### config.mk
export PLATFORM = sky130hd
export DESIGN_NAME = psx_ddr_bridge
export DESIGN_NICKNAME = d
export VERILOG_FILES = /design/src/design/ddr_avalon_pkg.sv /design/src/design/psx_mem_pkg.sv /design/src/design/ddr_cmd_capture.sv /design/src/design/ddr_beat_lane.sv /design/src/design/ddr_burst_sequencer.sv /design/src/design/psx_ddr_bridge.sv
export SDC_FILE = /design/constraint.sdc
export NUM_CORES = 1
export LEC_CHECK = 0
export ABC_CLOCK_PERIOD_IN_PS = 1800
export BUFFER_PORTS_ARGS = -buffer_cell sky130_fd_sc_hd__buf_4
export CAP_MARGIN = 40
export CORE_AREA = 2 2 277 279
export DETAILED_ROUTE_END_ITERATION = 10
export DIE_AREA = 0 0 279 281
export HOLD_SLACK_MARGIN = 0.1
export PLACE_DENSITY = 0.51
export SYNTH_ARGS = -nofsm -noshare
export SYNTH_HDL_FRONTEND = slang
export SYNTH_SLANG_ARGS = --single-unit
export TNS_END_PERCENT = 20
### constraint.sdc
create_clock -name clk -period 1.8 [get_ports clk]
set_input_delay 0.09 -clock clk [delete_from_list [all_inputs] [get_ports clk]]
set_output_delay 0.09 -clock clk [all_outputs]
set_load 0.01 [all_outputs]
### src/design/ddr_avalon_pkg.sv
/* Memory-side types for the Avalon-MM DDR port.
   Beat word, byte enables, beat address, burst length and request struct */
package ddr_avalon_pkg;

	// ------------------------------------------------------------
	// Geometry of the DDR window
	// ------------------------------------------------------------
	// 1 MB seen by the console GPU
	localparam int SPACE_BYTES = 1 << 20;
	localparam int WORD_BITS   = 64;
	// One enable per byte of a beat
	localparam int BE_BITS     = WORD_BITS / 8;
	// Address counts beats, not bytes
	localparam int ADDR_W      = $clog2(SPACE_BYTES / BE_BITS);
	// Avalon burstcount port width
	localparam int BURST_W     = 3;

	typedef logic [WORD_BITS-1:0] ddr_word_t;
	typedef logic [BE_BITS-1:0]   ddr_be_t;
	typedef logic [ADDR_W-1:0]    ddr_addr_t;
	typedef logic [BURST_W-1:0]   ddr_burst_t;

	// Request as it leaves the sequencer
	typedef struct packed {
		ddr_addr_t  address;
		ddr_burst_t burst_length;
		logic       write_enable;
		logic       read_enable;
		ddr_word_t  data;
		ddr_be_t    byte_enable;
	} ddr_req_s;

endpackage

### src/design/psx_mem_pkg.sv
/* Client-side types of the GPU memory port.
   Size encoding, address fields, pixel mask, block union and command struct */
package psx_mem_pkg;

	// ------------------------------------------------------------
	// Block geometry
	// ------------------------------------------------------------
	localparam int BLOCK_BYTES  = 32;
	localparam int PIXEL_BITS   = 16;
	// Beats and pixels follow from the block size
	localparam int BLOCK_BEATS  = BLOCK_BYTES / ddr_avalon_pkg::BE_BITS;
	localparam int BLOCK_PIXELS = BLOCK_BYTES * 8 / PIXEL_BITS;
	// 32768 blocks in 1 MB
	localparam int BLK_ADDR_W   = $clog2(ddr_avalon_pkg::SPACE_BYTES / BLOCK_BYTES);
	// Sub-address is in 4-byte units
	localparam int SUB_ADDR_W   = $clog2(BLOCK_BYTES / 4);

	typedef logic [BLK_ADDR_W-1:0]   blk_addr_t;
	typedef logic [SUB_ADDR_W-1:0]   sub_addr_t;
	typedef logic [BLOCK_PIXELS-1:0] pix_mask_t;
	typedef logic [PIXEL_BITS-1:0]   pixel_t;

	// Codes 2 and 3 are reserved, handled as 8 bytes
	typedef enum logic [1:0] {
		SIZE_8B  = 2'd0,
		SIZE_32B = 2'd1
	} cmd_size_e;

	// Same block word, seen as pixels or as DDR beats
	typedef union packed {
		pixel_t [BLOCK_PIXELS-1:0]                  pixels;
		ddr_avalon_pkg::ddr_word_t [BLOCK_BEATS-1:0] beats;
	} gpu_block_u;

	// One client command
	typedef struct packed {
		logic       write;
		cmd_size_e  size;
		blk_addr_t  blk_addr;
		sub_addr_t  sub_addr;
		pix_mask_t  mask;
		gpu_block_u data;
	} gpu_mem_cmd_s;

endpackage

### src/design/ddr_cmd_capture.sv
/* Command capture for the GPU to DDR bridge.
   Size decode, pixel mask to byte enable expansion, lane load strobe */
`timescale 1ns/1ps

module ddr_cmd_capture #(
	parameter int NUM_BEATS = 4
) (
	input  logic                                     clk,
	input  logic                                     i_rst_n,
	input  logic                                     i_cmd,
	input  psx_mem_pkg::gpu_mem_cmd_s                i_cmd_req,
	output logic                                     o_lane_load,
	output psx_mem_pkg::gpu_block_u                  o_lane_block,
	output ddr_avalon_pkg::ddr_be_t [NUM_BEATS-1:0]  o_lane_be,
	output logic                                     o_start,
	output logic                                     o_write,
	output psx_mem_pkg::blk_addr_t                   o_blk_addr,
	output logic [$clog2(NUM_BEATS)-1:0]             o_first_beat,
	output logic [$clog2(NUM_BEATS+1)-1:0]           o_beat_count
);

	import psx_mem_pkg::*;
	import ddr_avalon_pkg::*;

	localparam int BEAT_W = $clog2(NUM_BEATS);
	localparam int CNT_W  = $clog2(NUM_BEATS + 1);
	// Sub-address units per beat, as a shift
	localparam int SUB_SHIFT = $clog2(BE_BITS / 4);

	gpu_block_u pix_fill;
	logic       is_block;

	// ------------------------------------------------------------
	// Mask expansion
	// ------------------------------------------------------------
	// Every pixel bit copied over its 16 bits
	always_comb begin
		for (int p = 0; p < BLOCK_PIXELS; p++) begin
			pix_fill.pixels[p] = {PIXEL_BITS{i_cmd_req.mask[p]}};
		end
	end

	// Lowest bit of each byte of the filled word
	// gives that byte's enable, two bytes per pixel
	always_comb begin
		for (int b = 0; b < NUM_BEATS; b++) begin
			for (int j = 0; j < BE_BITS; j++) begin
				o_lane_be[b][j] = pix_fill.beats[b][8*j];
			end
		end
	end

	// Masked-out pixels travel as zero
	// memory drops them through the byte enables anyway
	assign o_lane_block.beats = i_cmd_req.data.beats & pix_fill.beats;

	// Lanes take the data on the command edge itself
	assign o_lane_load = i_cmd;

	// Reserved size codes fall back to a single beat
	assign is_block = (i_cmd_req.size == SIZE_32B);

	// ------------------------------------------------------------
	// Command register
	// ------------------------------------------------------------
	always_ff @(posedge clk) begin
		if (!i_rst_n) begin
			o_start      <= 1'b0;
			o_write      <= 1'b0;
			o_blk_addr   <= '0;
			o_first_beat <= '0;
			o_beat_count <= '0;
		end else begin
			// One-cycle start toward the sequencer
			o_start <= i_cmd;
			if (i_cmd) begin
				o_write    <= i_cmd_req.write;
				o_blk_addr <= i_cmd_req.blk_addr;
				if (is_block) begin
					// Whole block from beat 0
					o_first_beat <= '0;
					o_beat_count <= CNT_W'(NUM_BEATS);
				end else begin
					// Single beat picked by sub_addr
					o_first_beat <= BEAT_W'(i_cmd_req.sub_addr >> SUB_SHIFT);
					o_beat_count <= CNT_W'(1);
				end
			end
		end
	end

endmodule

### src/design/ddr_beat_lane.sv
/* One beat slot of the bridge.
   Write word and enables for the burst, read beat holding register */
`timescale 1ns/1ps

module ddr_beat_lane #(
	parameter int LANE_IDX = 0
) (
	input  logic                                  clk,
	input  logic                                  i_rst_n,
	input  logic                                  i_load,
	input  ddr_avalon_pkg::ddr_word_t             i_wr_word,
	input  ddr_avalon_pkg::ddr_be_t               i_wr_be,
	input  logic                                  i_clear,
	input  logic [psx_mem_pkg::BLOCK_BEATS-1:0]   i_rd_capture,
	input  ddr_avalon_pkg::ddr_word_t             i_rd_word,
	output ddr_avalon_pkg::ddr_word_t             o_wr_word,
	output ddr_avalon_pkg::ddr_be_t               o_wr_be,
	output ddr_avalon_pkg::ddr_word_t             o_rd_word
);

	logic take_beat;

	// Strobe vector is one-hot on the beat counter
	assign take_beat = i_rd_capture[LANE_IDX];

	// ------------------------------------------------------------
	// Write side
	// ------------------------------------------------------------
	// Loaded once per command, read by the sequencer
	// while it walks the burst
	always_ff @(posedge clk) begin
		if (i_load) begin
			o_wr_word <= i_wr_word;
			o_wr_be   <= i_wr_be;
		end
	end

	// ------------------------------------------------------------
	// Read side
	// ------------------------------------------------------------
	// Zero at command start so unread beats come back as zero
	always_ff @(posedge clk) begin
		if (!i_rst_n || i_clear) begin
			o_rd_word <= '0;
		end else if (take_beat) begin
			// Returning beat for this slot
			o_rd_word <= i_rd_word;
		end
	end

endmodule

### src/design/ddr_burst_sequencer.sv
/* Avalon-MM burst FSM of the bridge.
   Write burst walk, read request, beat return routing, busy and data valid */
`timescale 1ns/1ps

module ddr_burst_sequencer #(
	parameter int NUM_BEATS = 4
) (
	input  logic                                      clk,
	input  logic                                      i_rst_n,
	input  logic                                      i_start,
	input  logic                                      i_write,
	input  psx_mem_pkg::blk_addr_t                    i_blk_addr,
	input  logic [$clog2(NUM_BEATS)-1:0]              i_first_beat,
	input  logic [$clog2(NUM_BEATS+1)-1:0]            i_beat_count,
	input  ddr_avalon_pkg::ddr_word_t [NUM_BEATS-1:0] i_lane_wr_word,
	input  ddr_avalon_pkg::ddr_be_t [NUM_BEATS-1:0]   i_lane_wr_be,
	input  logic                                      i_busy_mem,
	input  logic                                      i_data_valid_mem,
	input  ddr_avalon_pkg::ddr_word_t                 i_data_mem,
	output ddr_avalon_pkg::ddr_req_s                  o_req,
	output logic [NUM_BEATS-1:0]                      o_rd_capture,
	output ddr_avalon_pkg::ddr_word_t                 o_rd_word,
	output logic                                      o_lane_clear,
	output logic                                      o_busy,
	output logic                                      o_data_valid
);

	import psx_mem_pkg::*;
	import ddr_avalon_pkg::*;

	localparam int BEAT_W = $clog2(NUM_BEATS);
	localparam int CNT_W  = $clog2(NUM_BEATS + 1);

	typedef enum logic [2:0] {
		S_IDLE,
		S_WRITE,
		S_RD_REQ,
		S_RD_WAIT,
		S_DONE
	} state_e;

	state_e             state_q;
	logic               wr_q;
	blk_addr_t          blk_q;
	logic [BEAT_W-1:0]  first_q;
	logic [CNT_W-1:0]   count_q;
	// Current lane, and beats still to go
	logic [BEAT_W-1:0]  beat_q;
	logic [CNT_W-1:0]   left_q;
	logic               last_beat;
	logic               wr_phase;

	assign last_beat = (left_q == CNT_W'(1));
	assign wr_phase  = (state_q == S_WRITE);

	// ------------------------------------------------------------
	// State machine
	// ------------------------------------------------------------
	always_ff @(posedge clk) begin
		if (!i_rst_n) begin
			state_q <= S_IDLE;
			wr_q    <= 1'b0;
			blk_q   <= '0;
			first_q <= '0;
			count_q <= '0;
			beat_q  <= '0;
			left_q  <= '0;
		end else begin
			case (state_q)
				S_IDLE: begin
					if (i_start) begin
						wr_q    <= i_write;
						blk_q   <= i_blk_addr;
						first_q <= i_first_beat;
						count_q <= i_beat_count;
						beat_q  <= i_first_beat;
						left_q  <= i_beat_count;
						state_q <= i_write ? S_WRITE : S_RD_REQ;
					end
				end
				// One beat per cycle without wait-request
				S_WRITE: begin
					if (!i_busy_mem) begin
						if (last_beat) begin
							state_q <= S_DONE;
						end else begin
							beat_q <= beat_q + 1'b1;
							left_q <= left_q - 1'b1;
						end
					end
				end
				// Single request cycle carries the burst length
				S_RD_REQ: begin
					if (!i_busy_mem) begin
						state_q <= S_RD_WAIT;
					end
				end
				// Beats return in order
				S_RD_WAIT: begin
					if (i_data_valid_mem) begin
						if (last_beat) begin
							state_q <= S_DONE;
						end else begin
							beat_q <= beat_q + 1'b1;
							left_q <= left_q - 1'b1;
						end
					end
				end
				// Busy already low here, client may send next
				S_DONE: begin
					state_q <= S_IDLE;
				end
				default: begin
					state_q <= S_IDLE;
				end
			endcase
		end
	end

	// ------------------------------------------------------------
	// Avalon request
	// ------------------------------------------------------------
	// Burst address is the first beat, held for the whole burst
	always_comb begin
		o_req.address      = ddr_addr_t'({blk_q, first_q});
		o_req.burst_length = ddr_burst_t'(count_q);
		o_req.write_enable = wr_phase;
		o_req.read_enable  = (state_q == S_RD_REQ);
		o_req.data         = wr_phase ? i_lane_wr_word[beat_q] : '0;
		o_req.byte_enable  = wr_phase ? i_lane_wr_be[beat_q] : '0;
	end

	// Returning beat goes to the lane under the counter
	always_comb begin
		o_rd_capture = '0;
		if ((state_q == S_RD_WAIT) && i_data_valid_mem) begin
			o_rd_capture[beat_q] = 1'b1;
		end
	end

	assign o_rd_word = i_data_mem;

	// Old read words dropped when a command begins
	assign o_lane_clear = i_start && (state_q == S_IDLE);

	// Start counted in so busy is up the cycle after the command
	assign o_busy = i_start || (state_q inside {S_WRITE, S_RD_REQ, S_RD_WAIT});

	// Read done pulse, one cycle
	assign o_data_valid = (state_q == S_DONE) && !wr_q;

endmodule

### src/design/psx_ddr_bridge.sv
/* Top of the GPU block client to Avalon-MM DDR bridge.
   Command capture, beat lanes and burst sequencer */
`timescale 1ns/1ps

module psx_ddr_bridge #(
	parameter int NUM_BEATS = 4
) (
	input  logic                        clk,
	input  logic                        i_rst_n,
	input  logic                        i_cmd,
	input  psx_mem_pkg::gpu_mem_cmd_s   i_cmd_req,
	output logic                        o_busy,
	output logic                        o_data_valid,
	output psx_mem_pkg::gpu_block_u     o_rd_block,
	output ddr_avalon_pkg::ddr_addr_t   o_target_addr,
	output ddr_avalon_pkg::ddr_burst_t  o_burst_length,
	input  logic                        i_busy_mem,
	output logic                        o_write_enable_mem,
	output logic                        o_read_enable_mem,
	output ddr_avalon_pkg::ddr_word_t   o_data_mem,
	output ddr_avalon_pkg::ddr_be_t     o_byte_enable_mem,
	input  logic                        i_data_valid_mem,
	input  ddr_avalon_pkg::ddr_word_t   i_data_mem
);

	import psx_mem_pkg::*;
	import ddr_avalon_pkg::*;

	localparam int BEAT_W = $clog2(NUM_BEATS);
	localparam int CNT_W  = $clog2(NUM_BEATS + 1);

	// Capture to lanes and sequencer
	logic                         lane_load;
	gpu_block_u                   lane_block;
	ddr_be_t [NUM_BEATS-1:0]      lane_be;
	logic                         start;
	logic                         cmd_write;
	blk_addr_t                    blk_addr;
	logic [BEAT_W-1:0]            first_beat;
	logic [CNT_W-1:0]             beat_count;

	// Lanes to sequencer and client
	ddr_word_t [NUM_BEATS-1:0]    lane_wr_word;
	ddr_be_t [NUM_BEATS-1:0]      lane_wr_be;
	ddr_word_t [NUM_BEATS-1:0]    lane_rd_word;

	// Sequencer to lanes and Avalon port
	logic [NUM_BEATS-1:0]         rd_capture;
	ddr_word_t                    rd_word;
	logic                         lane_clear;
	ddr_req_s                     req;

	ddr_cmd_capture #(
		.NUM_BEATS (NUM_BEATS)
	) u_capture (
		.clk          (clk),
		.i_rst_n      (i_rst_n),
		.i_cmd        (i_cmd),
		.i_cmd_req    (i_cmd_req),
		.o_lane_load  (lane_load),
		.o_lane_block (lane_block),
		.o_lane_be    (lane_be),
		.o_start      (start),
		.o_write      (cmd_write),
		.o_blk_addr   (blk_addr),
		.o_first_beat (first_beat),
		.o_beat_count (beat_count)
	);

	// ------------------------------------------------------------
	// Beat lanes, one per 64-bit beat of the block
	// ------------------------------------------------------------
	for (genvar i = 0; i < NUM_BEATS; i++) begin : g_lane
		ddr_beat_lane #(
			.LANE_IDX (i)
		) u_lane (
			.clk          (clk),
			.i_rst_n      (i_rst_n),
			.i_load       (lane_load),
			.i_wr_word    (lane_block.beats[i]),
			.i_wr_be      (lane_be[i]),
			.i_clear      (lane_clear),
			.i_rd_capture (rd_capture),
			.i_rd_word    (rd_word),
			.o_wr_word    (lane_wr_word[i]),
			.o_wr_be      (lane_wr_be[i]),
			.o_rd_word    (lane_rd_word[i])
		);
	end

	ddr_burst_sequencer #(
		.NUM_BEATS (NUM_BEATS)
	) u_sequencer (
		.clk              (clk),
		.i_rst_n          (i_rst_n),
		.i_start          (start),
		.i_write          (cmd_write),
		.i_blk_addr       (blk_addr),
		.i_first_beat     (first_beat),
		.i_beat_count     (beat_count),
		.i_lane_wr_word   (lane_wr_word),
		.i_lane_wr_be     (lane_wr_be),
		.i_busy_mem       (i_busy_mem),
		.i_data_valid_mem (i_data_valid_mem),
		.i_data_mem       (i_data_mem),
		.o_req            (req),
		.o_rd_capture     (rd_capture),
		.o_rd_word        (rd_word),
		.o_lane_clear     (lane_clear),
		.o_busy           (o_busy),
		.o_data_valid     (o_data_valid)
	);

	// Lane read words rebuild the block
	assign o_rd_block.beats = lane_rd_word;

	// Request struct onto the Avalon pins
	assign o_target_addr      = req.address;
	assign o_burst_length     = req.burst_length;
	assign o_write_enable_mem = req.write_enable;
	assign o_read_enable_mem  = req.read_enable;
	assign o_data_mem         = req.data;
	assign o_byte_enable_mem  = req.byte_enable;

endmodule

## After elaboration in Yosys (flattened, before gate mapping)

Cells that the tools add are included.
Widths: inputs -> output; s select.

- Add/subtract/negate cells: 2
- Multiply operators: 0
- Div/mod/pow operators: 0
- Magnitude comparators: 2
- Equality and inequality tests: 10
- Shift operators: 0
- Muxes and demuxes: 28
- Bitwise operators: 1
- Reduce and logical (&&, ||, !) cells: 14

Operators with widths:

| operator | count |
|---|---|
| $and 256x256->256 | 1 |
| $bmux 64 s2 | 1 |
| $mux 64 | 2 |
| $mux 3 | 10 |
| $bmux 8 s2 | 1 |
| $mux 8 | 2 |
| $mux 2 | 6 |
| $pmux 3 s4 | 1 |
| $pmux 3 s3 | 1 |
| $ne 2x2->1 const B | 4 |
| $reduce_and 4->1 | 2 |
| $eq 3x1->1 const B | 2 |
| $eq 3x2->1 const B | 2 |
| $pmux 2 s3 | 1 |
| $reduce_bool 3->1 | 2 |
| $logic_and 1x1->1 | 4 |
| $mux 4 | 1 |
| $eq 3x3->1 const B | 1 |
| $logic_not 3->1 | 1 |
| $lt 2x3->1 const B | 1 |
| $sub 3x1->3 const B | 1 |
| $add 2x1->2 const B | 1 |
| $demux 1 s2 | 1 |
| $eq 2x1->1 const B | 1 |
| 5 further kinds | 7 |

- Register bits after elaboration: 591
- Latch bits: 0
- Bits in writable memories: 0
- Bits in read-only memories: 0
- Input bits: 362
- Output and inout bits: 352
- Word-level logic and storage cells: 81
- Memories kept: 0

## Longest topological paths before layout

Gate-level depths: netlist (run 1).

- Word-level depth: 5
- Depth in mapped cells: 9
- Gate-level depth less buffers: 6

## By module

Synthesis (run 1) repeated with hierarchy kept, for this count alone.

- Cell total of the unflattened synthesis: 1889
- Area total of the unflattened synthesis: 24641.1 µm²

Modules (own cells, without submodules):

| module | instances | cells an instance | area each (µm²) |
|---|---|---|---|
| ddr_beat_lane | 4 | 279 | 4466.8 |
| ddr_burst_sequencer | 1 | 395 | 4011.3 |
| ddr_cmd_capture | 1 | 378 | 2762.6 |

## Least setup slack after synthesis (run 1)

No wires, ideal clock.

- Kind: register -> register
- Start: reg u_sequencer.beat_q[1]
- End: reg g_lane[1].u_lane.o_rd_word[10]
- Setup time: 0.070 ns
- Arrival time: 1.821 ns
- Path slack: -0.090 ns
- Stages on the path, launching flop included: 9
- Buffers on the path: 3
- Period minus slack after synthesis: 1.890 ns
- Path through: dfxtp_1 -> clkbuf_1 -> clkbuf_1 -> inv_1 -> ha_1 -> nand2_1 -> clkbuf_1 -> nand2_1 -> a21oi_1

- Cells in the longest elaborated chain, start to end: 5
- Elaborated cells on any way between the ends: 6

RTL lines:

| element | line | text |
|---|---|---|
| from (decl) | ddr_burst_sequencer.sv:48 | `logic [BEAT_W-1:0] beat_q;` |
| from (signal assigned) | ddr_burst_sequencer.sv:76 | `beat_q <= i_first_beat;` |
| from (signal assigned) | ddr_burst_sequencer.sv:87 | `beat_q <= beat_q + 1'b1;` |
| from (signal assigned) | ddr_burst_sequencer.sv:104 | `beat_q <= beat_q + 1'b1;` |
| $lt 2x3->1 (implied by the code) / $ge 2x1->1 (equally long branches) | ddr_burst_sequencer.sv:137 | `o_rd_capture[beat_q] = 1'b1;` |
| $logic_and 1x1->1 (implied by the code) | ddr_burst_sequencer.sv:137 |  |
| $mux 1 (implied by the code) | ddr_burst_sequencer.sv:137 |  |
| $demux 1 s2 (*) | - |  |
| $mux 4 (*) | ddr_burst_sequencer.sv:136 | `if ((state_q == S_RD_WAIT) && i_data_valid_mem) begin` |
| to (signal assigned) | ddr_beat_lane.sv:47 | `o_rd_word <= i_rd_word;` |
| to (decl) | ddr_beat_lane.sv:18 | `output ddr_avalon_pkg::ddr_word_t o_rd_word` |

Mark *: on every way between the ends. The rest lies on a longest branch, timed or not.
A chain may end at the register's enable or synchronous reset.

## Worst setup path in the final report (run 1)

- Start: reg u_sequencer.beat_q[0]
- End: out o_data_mem[13]

- Cells in the longest elaborated chain, start to end: 3

RTL lines:

| element | line | text |
|---|---|---|
| $bmux 64 s2 | ddr_burst_sequencer.sv:129 | `o_req.data = wr_phase ? i_lane_wr_word[beat_q] : '0;` |
| $mux 64 (implied by the code) | ddr_burst_sequencer.sv:129 |  |
| $mux 64 | ddr_burst_sequencer.sv:129 |  |
| to (decl) | psx_ddr_bridge.sv:20 | `output ddr_avalon_pkg::ddr_word_t o_data_mem,` |

Every way passes these cells. The select of a mux whose other input is x is not followed.

==> metrics.md, run 1 <==
| Metric | Value |
|---|---|
| Status | complete, but fails checks |
| Failing checks | negative setup slack |
| Synthesized Nets | between 2000 and 2500 |
| Seq/Total Area, Yosys | 0.627 |
| Setup TNS | -28.80 ns |
| Met3 Use GR | 0.0435 |
| CTS Buffer Depth | 3 |
| Worst Hold Class | input pin to register |
| Sw Share | 0.234 |
| TritonRoute pass-1 iters | 5 |
| Clock Power Share | 0.412 |
| Non-filler instance count after layout | 4441 |
| Crit path cell chain | buf_12 -> buf_12 -> buf_12 -> mux4_2 -> and2_4 -> buf_6 |
| Max-cap violations | 0 |
| Fmax | 441 MHz |
| Die H | 281 µm |
| DR WL/cell | 18.6 µm |
| Layout Nets | 3774 |
| Root Buffer | clkbuf_16 |
| Initial cell density of the core | 0.302 |
| IO Count | a little over 700 |
| CTS Sinks | 577 |
| Reg-to-reg endpoint | g_lane[0].u_lane.o_rd_word[10] |
| Critical Path Source Type | register |
| Final Power | 0.0328 W |
| Sw Pwr | between 0.007 and 0.008 W |
| Crit Path Category | register to output pin |
| R2R depth | 10 |
| Global-route wire length before repair | 122000 µm |
| Dpl ws | 0.0115 ns |
| Seq pwr share | 0.443 |
| Skew final | 0.0180 ns |
| Max_slew headroom | 0.634 |
| Setup crit end | o_data_mem[13] |
| Synth warnings | 0 |
| Synth cell types | 37 |
| Clk Latency, worst-skew pair | 0.60 ns |
| Avg Cell Area, Syn | 11.1 µm² |
| Syn-to-layout area delta | 70.9% |
| Grt total ovfl | 0 |
| Total GRT Usage | 0.203 |
| CTS buffer count | 66 |
| Vias/cell | 4.61 |
| Crit. path cell count | 6 |
| Top Usage Layer GRT | met2 |
| H-tree Lvls | 3 |
| RePlAce Congestion | approximately 0.83 |
| Crit share post-route | 1.26 |
| Hold Vio Cnt, Final | 0 |
| Post-route minimum period | 2.27 ns |
| Proportion of layout cells with a drive suffix above 1 | 0.307 |
| CP Buf/Inv Count | 4 |
| Most common cell after layout, fill and taps aside | buf_4 |
| Chip width | 279 µm |
| RSZ-0062 raised after global routing | yes |
| Setup Viol. Count Final | between 70 and 80 |
| RR Startpoint | u_sequencer.beat_q[0] |
| Crit path capture type | output pin |
| Grt met1 use | 0.235 |
| Final max-slew violation count | 0 |
| Slowest CP cell | mux4_2 |
| Drt initial violations | 1088 |
| Power Dens Cells | 845 nW/µm² |
| Inst Count DP | roughly 3700 |
| Largest net degree at the start of global routing | 66 |
| PnR worst setup slack | -0.470 ns |
| Logic pwr share | 0.146 |
| Via count | between 20000 and 25000 |
| Slowest stage delay, CP | 0.51 ns |
| Row cnt | a little over 100 |
| Antenna violations before repair | 10 |
| Hold Crit Start | i_cmd_req[284] |
| Pint | 0.0252 W |
| Final WL | 82600 µm |
| CP top delay family | buffers and inverters |
| Critical path origin | u_sequencer.beat_q[0] |
| Worst EP required | 1.71 ns |
| R2r setup slk | 0.06 ns |
| Synth Instances | around 2000 |
| Port-buffer cells | 711 |
| Critical Path Most Common Cell | buf_12 |
| Hpwl dp | 56400 µm |
| Vias in the first global route | 21000 |
| Remaining antenna violation count after routing | 0 |
| Most frequent cells in the layout | 685 x buf_4, 627 x dlygate4sd3_1, 552 x nand2_1 |
| Met2 Use GR | 0.373 |
| Crit-path max FO | 6 |
| DRC | 0 |
| Worst vdd ir | 0.000540 V |
| Hold_ws | around 0.27 ns |
| CTS tree | yes |
| DIE AREA | 78400 µm² |
| Worst hold stages | 4 |
| Worst-path clk slew | 0.06 ns |
| Register bit total from synthesis | 577 |
| Syn Std Cell Area | 22800 µm² |
| Slew @ Worst Pin | roughly 0.55 ns |
| Core Area | 75400 µm² |
| Pleak | 15.7 nW |
| CP arrival | between 2 and 2.5 ns |
==> area by class of cell <==
class / count / area [µm²]
antenna: 6 / 15.0
sequential: 577 / 14300
multi-input combinational: 1322 / 7960
inverter: 7 / 28.8
clock buffer: 92 / 1890
tap: 978 / 1220
fill: 6562 / 36600
timing repair buffer: 1432 / 13200
clock inverter: 27 / 277
==> stage by stage <==
stage	util	instance area (µm²)
5_1_grt	0.515	38900
3_3_place_gp	0.394	29700
4_1_cts	0.512	38600
6_report	0.515	38900
2_1_floorplan	-	22800
3_5_place_dp	0.394	29700
==> cell usage after synthesis (all sizes together) <==
library cell | number | area, µm²
nand2 | 557 | 2090
and2 | 329 | 2060
dfxtp | 305 | 6110
a21oi | 282 | 1410
edfxtp | 272 | 8170
buf | 78 | 484
mux4 | 68 | 1530
clkbuf | 63 | 236
nor2 | 27 | 101
mux2i | 22 | 220
inv | 7 | 26.3
ha | 6 | 75.1
nand2b | 4 | 32.5
nor2b | 4 | 25.0
nand3 | 3 | 15.0
nor3 | 3 | 15.0
a211oi | 2 | 15.0
o21ai | 2 | 10.0
a2111oi | 1 | 8.76
a32o | 1 | 10.0
and3 | 1 | 6.26
and4b | 1 | 10.0
and4bb | 1 | 12.5
conb | 1 | 3.75
nor4b | 1 | 8.76
nor4bb | 1 | 10.0
o211ai | 1 | 7.51
o21bai | 1 | 7.51
o31ai | 1 | 7.51
o41ai | 1 | 27.5
or4b | 1 | 10.0
==> state kept, by name, indices dropped and copies added (netlist names) <==
register                 flops
g_lane.u_lane.o_wr_word    256
u_sequencer.state_q          3
u_capture.o_write            1
u_sequencer.blk_q           15
u_sequencer.first_q          2
u_capture.o_beat_count       2
g_lane.u_lane.o_rd_word    256
u_capture.o_blk_addr        15
u_capture.o_first_beat       2
u_sequencer.beat_q           2
u_sequencer.count_q          2
u_capture.o_start            1
g_lane.u_lane.o_wr_be       16
u_sequencer.wr_q             1
u_sequencer.left_q           3
==> timing repair <==
action / in CTS / in global routing
setup buffers: 7 / 5
hold buffers: 627 / 0
gates cloned: 2 / 1
gates resized for setup: 113 / 52
pin swaps: 40 / 8
endpoints found under the hold margin: 661 / 0
setup endpoints to repair: 73 / 264
==> per-layer routing <==
layer  share of wire  wire length, µm
met4           0.022             1840
met2            0.52            42700
met5         0.00069               57
met1            0.39            32400
met3           0.067             5570
==> tightest hold or removal path: cells and delay by family <==
kind	cells	cell delay [ns]
buffers and inverters	2	0.62
muxes	1	0.05
and+or+nand+nor	1	0.07
==> power groups by stage <==
| stage | clock network (W) | registers [W] | logic [W] |
|---|---|---|---|
| CTS | 0.0139 | 0.0145 | 0.00469 |
| global placement | 0 | 0.0148 | 0.00332 |
| finish | 0.0135 | 0.0145 | 0.00478 |
| global route | 0.0144 | 0.0146 | 0.00509 |
| floorplan | 0 | 0.0148 | 0.00151 |
| detailed placement | 0 | 0.0148 | 0.00335 |
==> how the worst min path moves through the flow <==
| stage | to | slack, ns |
|---|---|---|
| 2_1_floorplan | g_lane[0].u_lane.o_wr_be[1] | 0.19 |
| 3_3_place_gp | u_capture.o_blk_addr[0] | 0.32 |
| 3_5_place_dp | u_capture.o_blk_addr[0] | 0.33 |
| 4_1_cts | u_capture.o_blk_addr[9] | 0.23 |
| 5_1_grt | u_capture.o_blk_addr[9] | 0.26 |
| 6_report | u_capture.o_blk_addr[9] | 0.27 |
==> kinds of logic after synthesis <==
logic type,count (synthesis),share of synthesized area
compound gates,292,0.0662
simple gates,933,0.193
flops,577,0.627
fa+ha+maj,6,0.00330
other cells,1,0.000165
mux,90,0.0770
buf+inv,148,0.0328
(Power assumes the default switching activity.)
==> inputs of run 2 (changes only) <==
--- a/config.mk
+++ b/config.mk
@@ -13,2 +13,3 @@
 export DIE_AREA = 0 0 279 281
+export GPL_TIMING_DRIVEN = 0
 export HOLD_SLACK_MARGIN = 0.1
==> constraint.sdc (replaced) <==
create_clock -name clk -period 1.8 [get_ports clk]
set_input_delay 0.18 -clock clk [delete_from_list [all_inputs] [get_ports clk]]
set_output_delay 0.18 -clock clk [all_outputs]
set_load 0.01 [all_outputs]
==> run 2 against run 1 <==
- the flow still finishes with violations (negative setup slack)
- die area unchanged
- utilization shrank 3.6 points
- largest power group unchanged
- global-route usage grew 0.80 points
- first-iteration DRC count decreased by 4.1%
- count of clock-buffer cells in the layout is 4 lower
- combinational power is 9.4% lower
- worst setup slack got worse by 0.13 ns
- hold slack worse by 0.093 ns
- non-clock buffer count decreased by 199
- clock power about the same
==> metrics.md, run 2 (synthesis gave the netlist of run 1 again) <==
| Metric | Value |
|---|---|
| Logic pwr share | 0.133 |
| CP arrival | around 2.2 ns |
| Final max-slew violation count | 0 |
| Pleak | 14.3 nW |
| Row cnt | between 100 and 150 |
| Syn-to-layout area delta | 58.8% |
| Worst Hold Class | input pin to register |
| CTS Sinks | approximately 580 |
| Crit path capture type | output pin |
| Worst vdd ir | 0.000536 V |
| CTS Buffer Depth | 3 |
| Final WL | 85700 µm |
| Status | complete, but fails checks |
| CTS buffer count | 67 |
| Core Area | 75400 µm² |
| Setup Viol. Count Final | between 300 and 400 |
| Grt total ovfl | 0 |
| Worst hold stages | 4 |
| DR WL/cell | 20.2 µm |
| Worst-path clk slew | around 0.06 ns |
| Chip width | ~280 µm |
| Sw Pwr | 0.00769 W |
| RePlAce Congestion | 0.885 |
| CP top delay family | buffers and inverters |
| Hold_ws | 0.179 ns |
| Most frequent cells in the layout | 721 x buf_4, 553 x nand2_1, 360 x dlygate4sd3_1 |
| Crit Path Category | register to output pin |
| Crit path cell chain | clkbuf_16 -> buf_12 -> mux4_2 -> and2_4 -> buf_6 -> buf_6 |
| Hpwl dp | 64800 µm |
| Global-route wire length before repair | 124000 µm |
| Pint | 0.0248 W |
| RSZ-0062 raised after global routing | yes |
| Max-cap violations | 0 |
| Layout Nets | 3576 |
| Failing checks | negative setup slack |
| Vias in the first global route | 20400 |
| Drt initial violations | 1043 |
| DIE AREA | 78400 µm² |
| H-tree Lvls | 3 |
| Proportion of layout cells with a drive suffix above 1 | 0.325 |
| Remaining antenna violation count after routing | 0 |
| PnR worst setup slack | -0.598 ns |
| Critical Path Most Common Cell | buf_6 |
| Hold Vio Cnt, Final | 0 |
| Port-buffer cells | 711 |
| Clk Latency, worst-skew pair | 0.60 ns |
| Skew final | 0.0242 ns |
| R2R depth | 7 |
| CP Buf/Inv Count | 4 |
| Initial cell density of the core | 0.302 |
| Inst Count DP | 3742 |
| Fmax | between 400 and 500 MHz |
| IO Count | 714 |
| Power Dens Cells | 899 nW/µm² |
| Crit. path cell count | 6 |
| Worst EP required | 1.62 ns |
| Crit share post-route | 1.33 |
| Vias/cell | 4.59 |
| Slew @ Worst Pin | between 0.7 and 0.8 ns |
| Slowest CP cell | mux4_2 |
| Clock Power Share | 0.419 |
| Seq pwr share | 0.447 |
| Slowest stage delay, CP | 0.54 ns |
| Die H | 281 µm |
| Final Power | approximately 0.032 W |
| Sw Share | 0.237 |
| Max_slew headroom | 0.520 |
| Total GRT Usage | 0.211 |
| DRC | 0 |
| Non-filler instance count after layout | 4252 |
| Post-route minimum period | between 2 and 2.5 ns |
| Critical Path Source Type | register |
| Top flop regs | g_lane.u_lane.o_rd_word: 256 flops, g_lane.u_lane.o_wr_word: 256 flops, g_lane.u_lane.o_wr_be: 16 flops |
| CTS tree | yes |
| Antenna violations before repair | 18 |
| Most common cell after layout, fill and taps aside | buf_4 |
| Finished Core Util | 0.479 |
| Via count | 19500 |
| Largest net degree at the start of global routing | 128 |
| Root Buffer | clkbuf_16 |
| TritonRoute pass-1 iters | 5 |
| Crit-path max FO | 8 |
| Setup TNS | -68.69 ns |
-- run 2: what timing repair did --
action                                  4_1_cts  5_1_grt
gates cloned                                  0        4
hold buffers                                360        0
endpoints found under the setup margin      328      358
endpoints found under the hold margin       575        0
pin swaps                                    11       18
resized for setup                           169       65
setup buffers                                 6        5
-- run 2: worst min-delay path, cell delays in order --
cell       delay (ns)
buf_4            0.08
nor2b_1          0.06
and4bb_2         0.32
a2111oi_0        0.06
-- run 2: stage by stage --
stage                     area [µm²]  setup WS (ns)
after floorplan                22800       -0.00882
after global placement         29300          -2.22
after detailed placement       29400          -1.29
after CTS                      35800         -0.661
after global routing           36100         -0.672
final                          36100         -0.598
-- run 2: worst paths after layout --
kind	from	to	slack, ns
setup / recovery	u_sequencer.beat_q[0]	o_byte_enable_mem[3]	-0.60
hold / removal	i_data_valid_mem	u_sequencer.state_q[1]	0.18
setup reg to reg	u_sequencer.state_q[0]	g_lane[0].u_lane.o_rd_word[36]	-0.19
hold reg to reg	g_lane[0].u_lane.o_rd_word[6]	g_lane[0].u_lane.o_rd_word[6]	0.45
-- run 2: power groups by stage --
| stage | combinational, W | sequential (W) | clock, W |
|---|---|---|---|
| after global routing | 0.00464 | 0.0146 | 0.0144 |
| after floorplan | 0.00151 | 0.0148 | 0 |
| final | 0.00433 | 0.0145 | 0.0136 |
| after detailed placement | 0.00335 | 0.0148 | 0 |
| after global placement | 0.00328 | 0.0148 | 0 |
| after CTS | 0.00422 | 0.0145 | 0.0139 |
-- run 2: layout make-up --
type	instances	area, µm²
Antenna cell	15	37.5
Buffer	140	1110
Clock buffer	88	1860
Clock inverter	32	338
Fill cell	6905	39300
Inverter	7	26.3
Multi-Input combinational cell	1322	7850
Sequential cell	577	14300
Tap cell	978	1220
Timing Repair Buffer	1093	9410
-- run 2: layer usage --
layer  share of wire  up-vias  track usage  routed length, µm
met1            0.37     9349        0.227              31700
met2            0.51      725        0.385              44000
li1                -     9281            -                  -
met4           0.038        8       0.0895               3240
met3           0.078      169       0.0615               6710
met5         0.00061        -            0                 52
